===== src/cp0_tlb_pkg.sv =====
`default_nettype none

package cp0_tlb_pkg;

	typedef logic [31:0] word_t;

	// upper 5 bits register number, low 3 bits select
	typedef logic [7:0] cp0_addr_t;

	// one-hot flags: int, rine, rdae, ades, sys, bp, ri, ov
	typedef logic [7:0] exc_vec_t;

	typedef logic [4:0] exccode_t;

	// vpn2, asid, g, even page {pfn, c, d, v}, odd page {pfn, c, d, v}
	typedef logic [77:0] tlb_entry_t;

	localparam logic [4:0] reg_index    = 5'd0;
	localparam logic [4:0] reg_entrylo0 = 5'd2;
	localparam logic [4:0] reg_entrylo1 = 5'd3;
	localparam logic [4:0] reg_badvaddr = 5'd8;
	localparam logic [4:0] reg_count    = 5'd9;
	localparam logic [4:0] reg_entryhi  = 5'd10;
	localparam logic [4:0] reg_compare  = 5'd11;
	localparam logic [4:0] reg_status   = 5'd12;
	localparam logic [4:0] reg_cause    = 5'd13;
	localparam logic [4:0] reg_epc      = 5'd14;

	localparam exccode_t exc_int  = 5'h00;
	localparam exccode_t exc_adel = 5'h04;
	localparam exccode_t exc_ades = 5'h05;
	localparam exccode_t exc_sys  = 5'h08;
	localparam exccode_t exc_bp   = 5'h09;
	localparam exccode_t exc_ri   = 5'h0a;
	localparam exccode_t exc_ov   = 5'h0c;

endpackage

`default_nettype wire


===== src/cp0_timer.sv =====
`timescale 1ns/100ps
`default_nettype none

module cp0_timer (
	input  logic                clk,
	input  logic                rst,
	input  logic                count_wen,
	input  logic                compare_wen,
	input  cp0_tlb_pkg::word_t  timer_wdata,
	output cp0_tlb_pkg::word_t  count,
	output cp0_tlb_pkg::word_t  compare,
	output logic                timer_int
);

	// count is the upper 32 bits, so it steps every other cycle
	logic [32:0] count_half;
	cp0_tlb_pkg::word_t compare_q;

	always_ff @(posedge clk) begin
		if (rst)
			count_half <= '0;
		else if (count_wen)
			count_half <= {timer_wdata, 1'b0};
		else
			count_half <= count_half + 33'd1;
	end

	// far from count after reset so no match fires early
	always_ff @(posedge clk) begin
		if (rst)
			compare_q <= '1;
		else if (compare_wen)
			compare_q <= timer_wdata;
	end

	// sticky until software rewrites compare
	always_ff @(posedge clk) begin
		if (rst)
			timer_int <= 1'b0;
		else if (compare_wen)
			timer_int <= 1'b0;
		else if (count_half[32:1] == compare_q)
			timer_int <= 1'b1;
	end

	assign count   = count_half[32:1];
	assign compare = compare_q;

endmodule

`default_nettype wire


===== src/tlb_array.sv =====
`timescale 1ns/100ps
`default_nettype none

module tlb_array #(
	parameter int tlbnum = 16
) (
	input  logic                     clk,
	input  logic                     rst,
	input  cp0_tlb_pkg::word_t       entryhi,
	input  logic [$clog2(tlbnum)-1:0] tlb_index,
	input  logic                     tlb_we,
	input  cp0_tlb_pkg::tlb_entry_t  tlb_wentry,
	output cp0_tlb_pkg::tlb_entry_t  read_entry,
	output logic                     probe_hit,
	output logic [$clog2(tlbnum)-1:0] probe_index,
	input  cp0_tlb_pkg::word_t       xlat_vaddr,
	output cp0_tlb_pkg::word_t       xlat_paddr,
	output logic                     xlat_hit
);

	localparam int iw = $clog2(tlbnum);

	cp0_tlb_pkg::tlb_entry_t mem [tlbnum];
	logic [tlbnum-1:0] valid;

	logic [tlbnum-1:0] probe_match;
	logic [tlbnum-1:0] xlat_match;
	logic [iw-1:0] xlat_index;
	logic xlat_any;
	cp0_tlb_pkg::tlb_entry_t xlat_entry;
	logic [24:0] page;

	always_ff @(posedge clk) begin
		if (tlb_we)
			mem[tlb_index] <= tlb_wentry;
	end

	// an entry counts only once it has been written
	always_ff @(posedge clk) begin
		if (rst)
			valid <= '0;
		else if (tlb_we)
			valid[tlb_index] <= 1'b1;
	end

	// vpn2 compare plus asid compare unless global
	always_comb begin
		for (int i = 0; i < tlbnum; i++) begin
			probe_match[i] = valid[i]
				&& mem[i][77:59] == entryhi[31:13]
				&& (mem[i][50] || mem[i][58:51] == entryhi[7:0]);
			xlat_match[i] = valid[i]
				&& mem[i][77:59] == xlat_vaddr[31:13]
				&& (mem[i][50] || mem[i][58:51] == entryhi[7:0]);
		end
	end

	// lowest matching index wins
	always_comb begin
		probe_hit   = 1'b0;
		probe_index = '0;
		xlat_any    = 1'b0;
		xlat_index  = '0;
		for (int i = tlbnum - 1; i >= 0; i--) begin
			if (probe_match[i]) begin
				probe_hit   = 1'b1;
				probe_index = iw'(i);
			end
			if (xlat_match[i]) begin
				xlat_any   = 1'b1;
				xlat_index = iw'(i);
			end
		end
	end

	assign read_entry = mem[tlb_index];
	assign xlat_entry = mem[xlat_index];

	// vaddr bit 12 picks odd page
	assign page = xlat_vaddr[12] ? xlat_entry[24:0] : xlat_entry[49:25];

	assign xlat_paddr = {page[24:5], xlat_vaddr[11:0]};
	assign xlat_hit   = xlat_any && page[0];

endmodule

`default_nettype wire


===== src/cp0_regs.sv =====
`timescale 1ns/100ps
`default_nettype none

module cp0_regs #(
	parameter int tlbnum = 16
) (
	input  logic                      clk,
	input  logic                      rst,
	input  cp0_tlb_pkg::cp0_addr_t    cp0_addr,
	input  logic                      cp0_wen,
	input  cp0_tlb_pkg::word_t        cp0_wdata,
	output cp0_tlb_pkg::word_t        cp0_rdata,
	input  cp0_tlb_pkg::exc_vec_t     exc_type,
	input  cp0_tlb_pkg::word_t        pc,
	input  logic                      is_slot,
	input  cp0_tlb_pkg::word_t        bad_vaddr,
	input  logic [5:0]                int_num,
	input  logic                      eret,
	output cp0_tlb_pkg::word_t        epc,
	output logic                      int_happen,
	input  logic                      tlbp,
	input  logic                      tlbr,
	input  logic                      tlbwi,
	output logic                      count_wen,
	output logic                      compare_wen,
	output cp0_tlb_pkg::word_t        timer_wdata,
	input  cp0_tlb_pkg::word_t        count,
	input  cp0_tlb_pkg::word_t        compare,
	input  logic                      timer_int,
	output cp0_tlb_pkg::word_t        entryhi,
	output logic [$clog2(tlbnum)-1:0] tlb_index,
	output logic                      tlb_we,
	output cp0_tlb_pkg::tlb_entry_t   tlb_wentry,
	input  logic                      probe_hit,
	input  logic [$clog2(tlbnum)-1:0] probe_index,
	input  cp0_tlb_pkg::tlb_entry_t   read_entry
);

	localparam int iw = $clog2(tlbnum);

	logic [4:0] rnum;
	logic wr;
	logic any_exc, rec_exc;
	logic e_int, e_rine, e_rdae, e_ades, e_sys, e_bp, e_ri, e_ov;
	cp0_tlb_pkg::exccode_t exccode, cause_exccode;

	logic [7:0] status_im;
	logic status_exl, status_ie;
	logic cause_bd;
	logic [1:0] ip_sw;
	logic [5:0] ip_hw;
	logic [7:0] cause_ip;
	cp0_tlb_pkg::word_t epc_q, badvaddr_q;

	logic index_p;
	logic [iw-1:0] index_q;
	logic [18:0] hi_vpn2;
	logic [7:0] hi_asid;
	logic [29:0] lo0, lo1;

	// select must be zero for any register hit
	assign rnum = cp0_addr[7:3];
	assign wr   = cp0_wen && cp0_addr[2:0] == 3'b000;

	assign {e_int, e_rine, e_rdae, e_ades, e_sys, e_bp, e_ri, e_ov} = exc_type;
	assign any_exc = |exc_type;
	assign rec_exc = any_exc && !status_exl;

	always_comb begin
		if (e_int)
			exccode = cp0_tlb_pkg::exc_int;
		else if (e_rine)
			exccode = cp0_tlb_pkg::exc_adel;
		else if (e_ri)
			exccode = cp0_tlb_pkg::exc_ri;
		else if (e_sys)
			exccode = cp0_tlb_pkg::exc_sys;
		else if (e_bp)
			exccode = cp0_tlb_pkg::exc_bp;
		else if (e_ov)
			exccode = cp0_tlb_pkg::exc_ov;
		else if (e_rdae)
			exccode = cp0_tlb_pkg::exc_adel;
		else
			exccode = cp0_tlb_pkg::exc_ades;
	end

	always_ff @(posedge clk) begin
		if (wr && rnum == cp0_tlb_pkg::reg_status)
			status_im <= cp0_wdata[15:8];
	end

	// exception beats eret, eret beats software write
	always_ff @(posedge clk) begin
		if (rst)
			status_exl <= 1'b0;
		else if (any_exc)
			status_exl <= 1'b1;
		else if (eret)
			status_exl <= 1'b0;
		else if (wr && rnum == cp0_tlb_pkg::reg_status)
			status_exl <= cp0_wdata[1];
	end

	always_ff @(posedge clk) begin
		if (rst) begin
			status_ie     <= 1'b0;
			cause_bd      <= 1'b0;
			cause_exccode <= '0;
			ip_sw         <= '0;
			ip_hw         <= '0;
		end else begin
			ip_hw <= int_num;
			if (wr && rnum == cp0_tlb_pkg::reg_status)
				status_ie <= cp0_wdata[0];
			if (rec_exc)
				cause_bd <= is_slot;
			if (any_exc)
				cause_exccode <= exccode;
			if (wr && rnum == cp0_tlb_pkg::reg_cause)
				ip_sw <= cp0_wdata[9:8];
		end
	end

	// timer shares line 7 with int_num[5]
	assign cause_ip = {ip_hw[5] | timer_int, ip_hw[4:0], ip_sw};

	always_ff @(posedge clk) begin
		if (rec_exc)
			epc_q <= is_slot ? pc - 32'd4 : pc;
		else if (wr && rnum == cp0_tlb_pkg::reg_epc)
			epc_q <= cp0_wdata;
		if (e_rine || e_rdae || e_ades)
			badvaddr_q <= bad_vaddr;
	end

	assign int_happen = status_ie && !status_exl && |(status_im & cause_ip);
	assign epc        = epc_q;

	assign count_wen   = wr && rnum == cp0_tlb_pkg::reg_count;
	assign compare_wen = wr && rnum == cp0_tlb_pkg::reg_compare;
	assign timer_wdata = cp0_wdata;

	// p is only set by a probe miss
	always_ff @(posedge clk) begin
		if (tlbp) begin
			index_p <= !probe_hit;
			index_q <= probe_index;
		end else if (wr && rnum == cp0_tlb_pkg::reg_index) begin
			index_p <= 1'b0;
			index_q <= cp0_wdata[iw-1:0];
		end
	end

	always_ff @(posedge clk) begin
		if (tlbr) begin
			hi_vpn2 <= read_entry[77:59];
			hi_asid <= read_entry[58:51];
			lo0     <= {4'h0, read_entry[49:25], read_entry[50]};
			lo1     <= {4'h0, read_entry[24:0], read_entry[50]};
		end else begin
			if (wr && rnum == cp0_tlb_pkg::reg_entryhi) begin
				hi_vpn2 <= cp0_wdata[31:13];
				hi_asid <= cp0_wdata[7:0];
			end
			if (wr && rnum == cp0_tlb_pkg::reg_entrylo0)
				lo0 <= cp0_wdata[29:0];
			if (wr && rnum == cp0_tlb_pkg::reg_entrylo1)
				lo1 <= cp0_wdata[29:0];
		end
	end

	assign entryhi    = {hi_vpn2, 5'h00, hi_asid};
	assign tlb_index  = index_q;
	assign tlb_we     = tlbwi;
	assign tlb_wentry = {hi_vpn2, hi_asid, lo0[0] & lo1[0], lo0[25:1], lo1[25:1]};

	always_comb begin
		cp0_rdata = '0;
		if (cp0_addr[2:0] == 3'b000) begin
			case (rnum)
				cp0_tlb_pkg::reg_index:    cp0_rdata = {index_p, {(31 - iw){1'b0}}, index_q};
				cp0_tlb_pkg::reg_entrylo0: cp0_rdata = {2'b00, lo0};
				cp0_tlb_pkg::reg_entrylo1: cp0_rdata = {2'b00, lo1};
				cp0_tlb_pkg::reg_badvaddr: cp0_rdata = badvaddr_q;
				cp0_tlb_pkg::reg_count:    cp0_rdata = count;
				cp0_tlb_pkg::reg_entryhi:  cp0_rdata = entryhi;
				cp0_tlb_pkg::reg_compare:  cp0_rdata = compare;
				// bev reads as 1
				cp0_tlb_pkg::reg_status:
					cp0_rdata = {9'h0, 1'b1, 6'h0, status_im, 6'h0, status_exl, status_ie};
				cp0_tlb_pkg::reg_cause:
					cp0_rdata = {cause_bd, timer_int, 14'h0, cause_ip, 1'b0, cause_exccode, 2'b00};
				cp0_tlb_pkg::reg_epc:      cp0_rdata = epc_q;
				default:                   cp0_rdata = '0;
			endcase
		end
	end

endmodule

`default_nettype wire


===== src/cp0_tlb_top.sv =====
`timescale 1ns/100ps
`default_nettype none

module cp0_tlb_top #(
	parameter int tlbnum = 16
) (
	input  logic                   clk,
	input  logic                   rst,
	input  cp0_tlb_pkg::cp0_addr_t cp0_addr,
	input  logic                   cp0_wen,
	input  cp0_tlb_pkg::word_t     cp0_wdata,
	output cp0_tlb_pkg::word_t     cp0_rdata,
	input  cp0_tlb_pkg::exc_vec_t  exc_type,
	input  cp0_tlb_pkg::word_t     pc,
	input  cp0_tlb_pkg::word_t     bad_vaddr,
	input  logic                   is_slot,
	input  logic [5:0]             int_num,
	input  logic                   eret,
	input  logic                   tlbp,
	input  logic                   tlbr,
	input  logic                   tlbwi,
	output cp0_tlb_pkg::word_t     epc,
	output logic                   int_happen,
	input  cp0_tlb_pkg::word_t     xlat_vaddr,
	output cp0_tlb_pkg::word_t     xlat_paddr,
	output logic                   xlat_hit
);

	localparam int iw = $clog2(tlbnum);

	logic count_wen, compare_wen, timer_int;
	cp0_tlb_pkg::word_t timer_wdata, count, compare, entryhi;
	logic [iw-1:0] tlb_index, probe_index;
	logic tlb_we, probe_hit;
	cp0_tlb_pkg::tlb_entry_t tlb_wentry, read_entry;

	cp0_regs #(.tlbnum(tlbnum)) regs_i (
		.clk(clk), .rst(rst),
		.cp0_addr(cp0_addr), .cp0_wen(cp0_wen), .cp0_wdata(cp0_wdata), .cp0_rdata(cp0_rdata),
		.exc_type(exc_type), .pc(pc), .is_slot(is_slot), .bad_vaddr(bad_vaddr),
		.int_num(int_num), .eret(eret), .epc(epc), .int_happen(int_happen),
		.tlbp(tlbp), .tlbr(tlbr), .tlbwi(tlbwi),
		.count_wen(count_wen), .compare_wen(compare_wen), .timer_wdata(timer_wdata),
		.count(count), .compare(compare), .timer_int(timer_int),
		.entryhi(entryhi), .tlb_index(tlb_index), .tlb_we(tlb_we), .tlb_wentry(tlb_wentry),
		.probe_hit(probe_hit), .probe_index(probe_index), .read_entry(read_entry)
	);

	cp0_timer timer_i (
		.clk(clk), .rst(rst),
		.count_wen(count_wen), .compare_wen(compare_wen), .timer_wdata(timer_wdata),
		.count(count), .compare(compare), .timer_int(timer_int)
	);

	tlb_array #(.tlbnum(tlbnum)) tlb_i (
		.clk(clk), .rst(rst),
		.entryhi(entryhi), .tlb_index(tlb_index), .tlb_we(tlb_we), .tlb_wentry(tlb_wentry),
		.read_entry(read_entry), .probe_hit(probe_hit), .probe_index(probe_index),
		.xlat_vaddr(xlat_vaddr), .xlat_paddr(xlat_paddr), .xlat_hit(xlat_hit)
	);

endmodule

`default_nettype wire


===== config.mk =====
export PLATFORM = sky130hd
export DESIGN_NAME = cp0_tlb_top
export DESIGN_NICKNAME = d
export VERILOG_FILES = /design/src/cp0_tlb_pkg.sv /design/src/cp0_timer.sv /design/src/tlb_array.sv /design/src/cp0_regs.sv /design/src/cp0_tlb_top.sv
export SDC_FILE = /design/constraint.sdc
export NUM_CORES = 2
export LEC_CHECK = 0
export BUFFER_PORTS_ARGS = -buffer_cell sky130_fd_sc_hd__buf_2
export CAP_MARGIN = 20
export CELL_PAD_IN_SITES_DETAIL_PLACEMENT = 1
export CELL_PAD_IN_SITES_GLOBAL_PLACEMENT = 1
export CORE_MARGIN = 5
export CORE_UTILIZATION = 50
export CTS_CLUSTER_SIZE = 24
export DETAILED_ROUTE_END_ITERATION = 16
export GPL_ROUTABILITY_DRIVEN = 0
export GPL_TIMING_DRIVEN = 0
export PLACE_DENSITY_LB_ADDON = 0.1
export RECOVER_POWER = 100
export SYNTH_ARGS = -nofsm -noshare
export SYNTH_HDL_FRONTEND = slang
export SYNTH_SLANG_ARGS = --single-unit

===== constraint.sdc =====
create_clock -name clk -period 9.6 [get_ports clk]
set_clock_uncertainty 0.2 [all_clocks]
set_input_delay 1.92 -clock clk [delete_from_list [all_inputs] [get_ports clk]]
set_output_delay 1.92 -clock clk [all_outputs]
set_load 0.02 [all_outputs]

## After elaboration in Yosys (flattened, before gate mapping)

Memory sizes are Yosys's and may differ from the RTL's. A register that Yosys moved wholly into a read port is not among the register bits.
Index checks and enable logic that the tools add are counted.

| word-level totals | value |
|---|---|
| flip-flop bits (word level) | 262 |
| bits in writable memories | 1248 |
| input bits | 158 |
| output and inout bits | 98 |
| logic and storage cells | 298 |
| memories kept | 1 |

| operators by class | value |
|---|---|
| add/subtract/negate cells | 2 |
| magnitude comparators | 2 |
| eq/ne operators | 58 |
| muxes and demuxes | 98 |
| bitwise operators | 4 |
| reductions and logical operators | 111 |

Memory list:

| name | depth | width | read ports | clocked after memory_dff | write ports | line | text |
|---|---|---|---|---|---|---|---|
| tlb_i.mem | 16 | 78 | 18 | 1 | 1 | tlb_array.sv:23 | `cp0_tlb_pkg::tlb_entry_t mem [tlbnum];` |

Operator list:

| kind | count |
|---|---|
| 19-bit equality test | 32 |
| 32-bit case mux with 10 select lines | 1 |
| 4-bit 2-to-1 mux | 35 |
| 8-bit equality test | 16 |
| 32-bit 2-to-1 mux | 4 |
| 26-bit 2-to-1 mux | 4 |
| 1-bit logical AND | 79 |
| 1-bit 2-to-1 mux | 41 |
| 19-bit 2-to-1 mux | 2 |
| 5-bit by 4-bit equality test with 1-bit output, second input constant | 7 |
| 33-bit by 1-bit adder with 33-bit output, second input constant | 1 |
| 33-bit 2-to-1 mux | 1 |
| 32-bit equality test | 1 |
| 32-bit by 3-bit subtractor with 32-bit output, second input constant | 1 |
| 5-bit 2-to-1 mux | 6 |
| 25-bit 2-to-1 mux | 1 |
| 1-bit logical OR | 18 |
| 8-bit 2-to-1 mux | 2 |
| 16-bit bitwise OR | 1 |
| 8-bit OR reduction | 2 |
| 5-bit by 2-bit equality test with 1-bit output, second input constant | 2 |
| 2-bit nonzero test | 5 |
| 8-bit AND | 1 |
| 5-bit zero test | 1 |
| 9 further kinds | 11 |

## Depth between registers and ports, before layout

An unclocked memory read counts as a cell.

| depth | value |
|---|---|
| depth in word-level cells | 23 |
| gate-level depth with buffers | 17 |

## Cells and area by module

From an unflattened synthesis, not the netlist that was laid out.

| unflattened totals | value |
|---|---|
| cells, all modules | 5025 |
| area, all modules | 75763.9 µm² |

Modules (own cells, without submodules):

| module | times used | cells an instance | area each (µm²) |
|---|---|---|---|
| tlb_array | 1 | 3685 | 62347.3 |
| cp0_regs | 1 | 945 | 9829.4 |
| cp0_timer | 1 | 395 | 3587.2 |

## Worst setup path before layout

OpenSTA, ideal clock, no wires.

| timing path | value |
|---|---|
| kind | input to register |
| start | input port tlbwi |
| end | memory tlb_i.mem[0][0] in the netlist's numbering (enable) |
| library setup time | 0.612 ns |
| arrival time | 7.745 ns |
| required time | 8.788 ns |
| setup slack | 1.043 ns |
| cell stages on the path | 2 |
| path through | or3b_2 > nor3_1 |

| between the ends | value |
|---|---|
| longest elaborated chain between the ends | 2 |

Ends and longest elaborated chain:

| what | line | text |
|---|---|---|
| start: declaration | cp0_tlb_top.sv:21 | `input logic tlbwi,` |
| 1-bit 2-to-1 mux | tlb_array.sv:34 | `if (tlb_we)` |
| 1-bit 2-to-1 mux (implied by the code) | tlb_array.sv:35 | `mem[tlb_index] <= tlb_wentry;` |
| end: declaration | tlb_array.sv:23 |  |

Every way passes these cells.

## Final worst setup path

| timing path | value |
|---|---|
| start | input port xlat_vaddr[21] |
| end | output port xlat_paddr[28] |

| between the ends | value |
|---|---|
| longest elaborated chain between the ends | 21 |

Ends and longest elaborated chain:

| what | line | text |
|---|---|---|
| start: declaration | cp0_tlb_top.sv:24 | `input cp0_tlb_pkg::word_t xlat_vaddr,` |
| 19-bit equality test | tlb_array.sv:53 | `&& mem[i][77:59] == xlat_vaddr[31:13]` |
| 1-bit logical AND | tlb_array.sv:53 |  |
| 1-bit logical AND | tlb_array.sv:54 | `&& (mem[i][50] \|\| mem[i][58:51] == entryhi[7:0]);` |
| 4-bit 2-to-1 mux (15 in a row) | tlb_array.sv:69 | `if (xlat_match[i]) begin` |
| 4-bit 2-to-1 mux (*) | tlb_array.sv:69 |  |
| memory read 16 x 78 bit (*) | -- |  |
| 25-bit 2-to-1 mux (*) | tlb_array.sv:80 | `assign page = xlat_vaddr[12] ? xlat_entry[24:0] : xlat_entry[49:25];` |
| end: declaration | cp0_tlb_top.sv:25 | `output cp0_tlb_pkg::word_t xlat_paddr,` |

Mark *: on every way between the ends. The rest lies on a longest branch, timed or not.

==> results.md <==
* Inserted Clock Buffers at between 150 and 200
* Final setup fails at 17
* MaxCap Viol Count at 52
* HPWL after DPL at roughly 250 mm
* Pwr Density at between 150 and 200 mW/mm^2
* Syn Inst Count at roughly 5200
* Mapped Area at 0.07542 sq mm
* CTS Root Cell: clkbuf_16
* Vias/cell at between 7 and 8
* Total GRT Usage at 0.4159
* Flip-flop and latch area at between 0.04 and 0.05 sq mm
* DRC at 0
* Slew HR at -1.230
* IO Pins at 256
* Clock buffer depth at 3
* Synth Warn # at 0
* Final worst setup slack at -0.2294 ns
* Critical path class: primary input to output port
* FP Rows at around 140
* Avg WL per Cell at 42.45 um
* Clk sinks at 1513
* FF+latch count, synth at between 1500 and 2000
* Die area at approximately 0.16 sq mm
* Hold Fails Final Rpt at 0
* Synth-to-Final Area Change at 13.93%
* Tmin final at 9.829 ns
* Top_reg_cell synth: edfxtp_1
* I/O Buffers at around 220
* Post-CTS Hold Fix Bufs at 0
* Distinct cell type count after synthesis at around 80
* Layout cell share with drive strength beyond 1 at 0.1820
* Chip width at about 400 um
* EDFF count, synth at approximately 1400
* Nets at 5918
* Met3 wire length at between 40 and 50 mm
* Wl on met1 at between 100 and 150 mm
* Worst EP arrival at ~7.7 ns
* Clk_lat worst skew at about 0.8 ns
* Top Layer Used: met5
* RSZ-0062 raised after global routing: false
* 1st-iter DRT viols at roughly 9500
* Crit Path Max Fanout at 10
* Die Y at roughly 400 um
* Initial antenna violation count at 33
* Avg Inst Size Synth at ~14 sq um
* Global-route wire length before repair at between 400 and 500 mm
* Multi-input logic area at ~0.029 sq mm
* Grt ovf at 0
* Initial core utilization at 0.5029
* Tcrit/Tclk final at 1.024
* Antenna viol nets, final at 0
* Number of global-route vias before repair at around 56000
* Syn_nets at 5372
* CTS tree: yes
* Startpoint class of the critical path: primary input
* Clock Pin Slew Worst Setup and Hold Paths at approximately 0.070 ns
* Top cell type's share of synthesized area at 0.5590
* Met2 WL at approximately 140 mm
* Status: complete, but fails checks
* Max VDD drop at between 150 and 200 uV
* Most frequent cell after synthesis: edfxtp_1
* CP endpoint kind: output port
* Post-synthesis sequential area ratio at 0.5880
* Synth top area cells: edfxtp_1 56%, mux4_2 12%, xor2_1 5.3%
* Slew Viols, Final at around 1000
* H-tree levels at 4
* Commonest cells post-synth: 1404 x edfxtp_1, 457 x xor2_1, 401 x nand2_1, 390 x mux4_2, 363 x xnor2_1
* Failing checks: capacitance limit, slew limit, setup timing
* Via count at between 50000 and 60000
* Total design power at roughly 16000 uW
* Largest net degree at the start of global routing at 33
* Critical Path RT at approximately 7.5 ns
* Layout fillers at 14359
* Worst Tran Pin Value at about 3.3 ns
* WL final at 336.3 mm
* Biggest area consumer among synthesized cells: edfxtp_1
* First-pass detailed-route iteration total at 10
* Fmax at approximately 100 MHz
* Core region area at around 0.15 sq mm
* Leakage at around 0.028 uW
* FFs w/ async S/R, synth at 0
* Worst slack, placed at -0.8403 ns
* Hold WC Path Type: register to register
==> cells by family after synthesis <==
family          after synthesis  share of synthesized area
simple gates               1180                    0.07930
buf+inv                     459                    0.02807
flops                      1513                     0.5880
fa+ha+maj                     2                  0.0003318
compound gates              659                    0.06668
mux                         579                     0.1424
xor+xnor                    820                    0.09523
==> registers in the layout (all words and copies together), names as in the netlist, 19 cells and up, named ones only <==
| register | flops |
|---|---|
| regs_i.lo1 | 30 |
| regs_i.badvaddr_q | 32 |
| timer_i.count_half | 33 |
| tlb_i.mem | 1248 |
| regs_i.epc | 32 |
| regs_i.lo0 | 30 |
| timer_i.compare | 32 |
| regs_i.hi_vpn2 | 19 |
==> cell type report <==
class	count	share of cell area
plain buffers	395	0.02240
clock inverters	88	0.01098
multi-input cells	3240	0.3395
well taps	2016	0.02936
flip-flops and latches	1513	0.5161
clock buffers	211	0.05174
repair buffers	380	0.02669
inverters	64	0.002796
diodes	15	0.0004369
==> power breakdown <==
group          switching, uW  internal [uW]
clock network           2780           3750
logic                   1140            656
registers                294           7480
==> placed cells by master (no fill, tap or decap), drive strengths merged, types with 52 or more instances in the layout <==
cell type	n
clkinv	63
nand4	95
mux2	52
buf	332
nor4	208
mux4	390
nor2	181
edfxtp	1404
o211ai	102
a21oi	99
mux2i	137
nand3	63
xor2	457
nand2	401
inv	69
a22oi	66
clkbuf	654
xnor2	363
dfxtp	109
==> worst max-delay path: stages <==
cell and delay [ns]:
buf_2 0.27, buf_2 0.48, xnor2_1 0.18, nand4_1 0.17
nor4_1 0.71, nand4_1 0.48, o2111a_1 0.39, o21a_2 0.21
a21boi_4 0.33, nand2_1 0.17, nor2_2 0.99, clkbuf_1 0.59
nand3_1 0.21, o211ai_1 0.21, nor4_4 0.14, clkbuf_2 0.21
==> final timing paths <==
kind | startpoint | endpoint | slack (ns) | cells after the start
setup / recovery | xlat_vaddr[21] | xlat_paddr[28] | -0.23 | 16
hold / removal | regs_i.lo0[28]$_SDFFE_PP0P_ | regs_i.lo0[28]$_SDFFE_PP0P_ | 0.28 | 2
setup reg to reg | regs_i.tlb_index[0]$_DFFE_PN_ | tlb_i.mem[13][72]$_DFFE_PP_ | 0.99 | 7
hold reg to reg | regs_i.lo0[28]$_SDFFE_PP0P_ | regs_i.lo0[28]$_SDFFE_PP0P_ | 0.28 | 2
==> layer usage <==
layer,up-vias,track usage
li1,21552,-
met1,29177,0.5380
met2,4945,0.6123
met3,1203,0.1172
met4,24,0.2823
met5,-,0
==> metrics by stage <==
step	cell area, sq um	hold WS [ns]	cells	setup TNS, ns	utilization
floorplan	75420	0.2357	5212	0	-
global placement	79040	0.2438	7449	-3191.18	0.5271
detailed placement	81590	0.2539	7596	-8.569	0.5441
CTS	87150	0.2626	7897	0	0.5812
global route	85880	0.2917	7907	0	0.5727
finish	85920	0.2818	7922	-2.010	0.5730
==> timing repair <==
item,4_1_cts,5_1_grt
setup buffers,2,0
resized for setup,25,24
setup endpoints to repair,21,17
(Power assumes the default switching activity.)
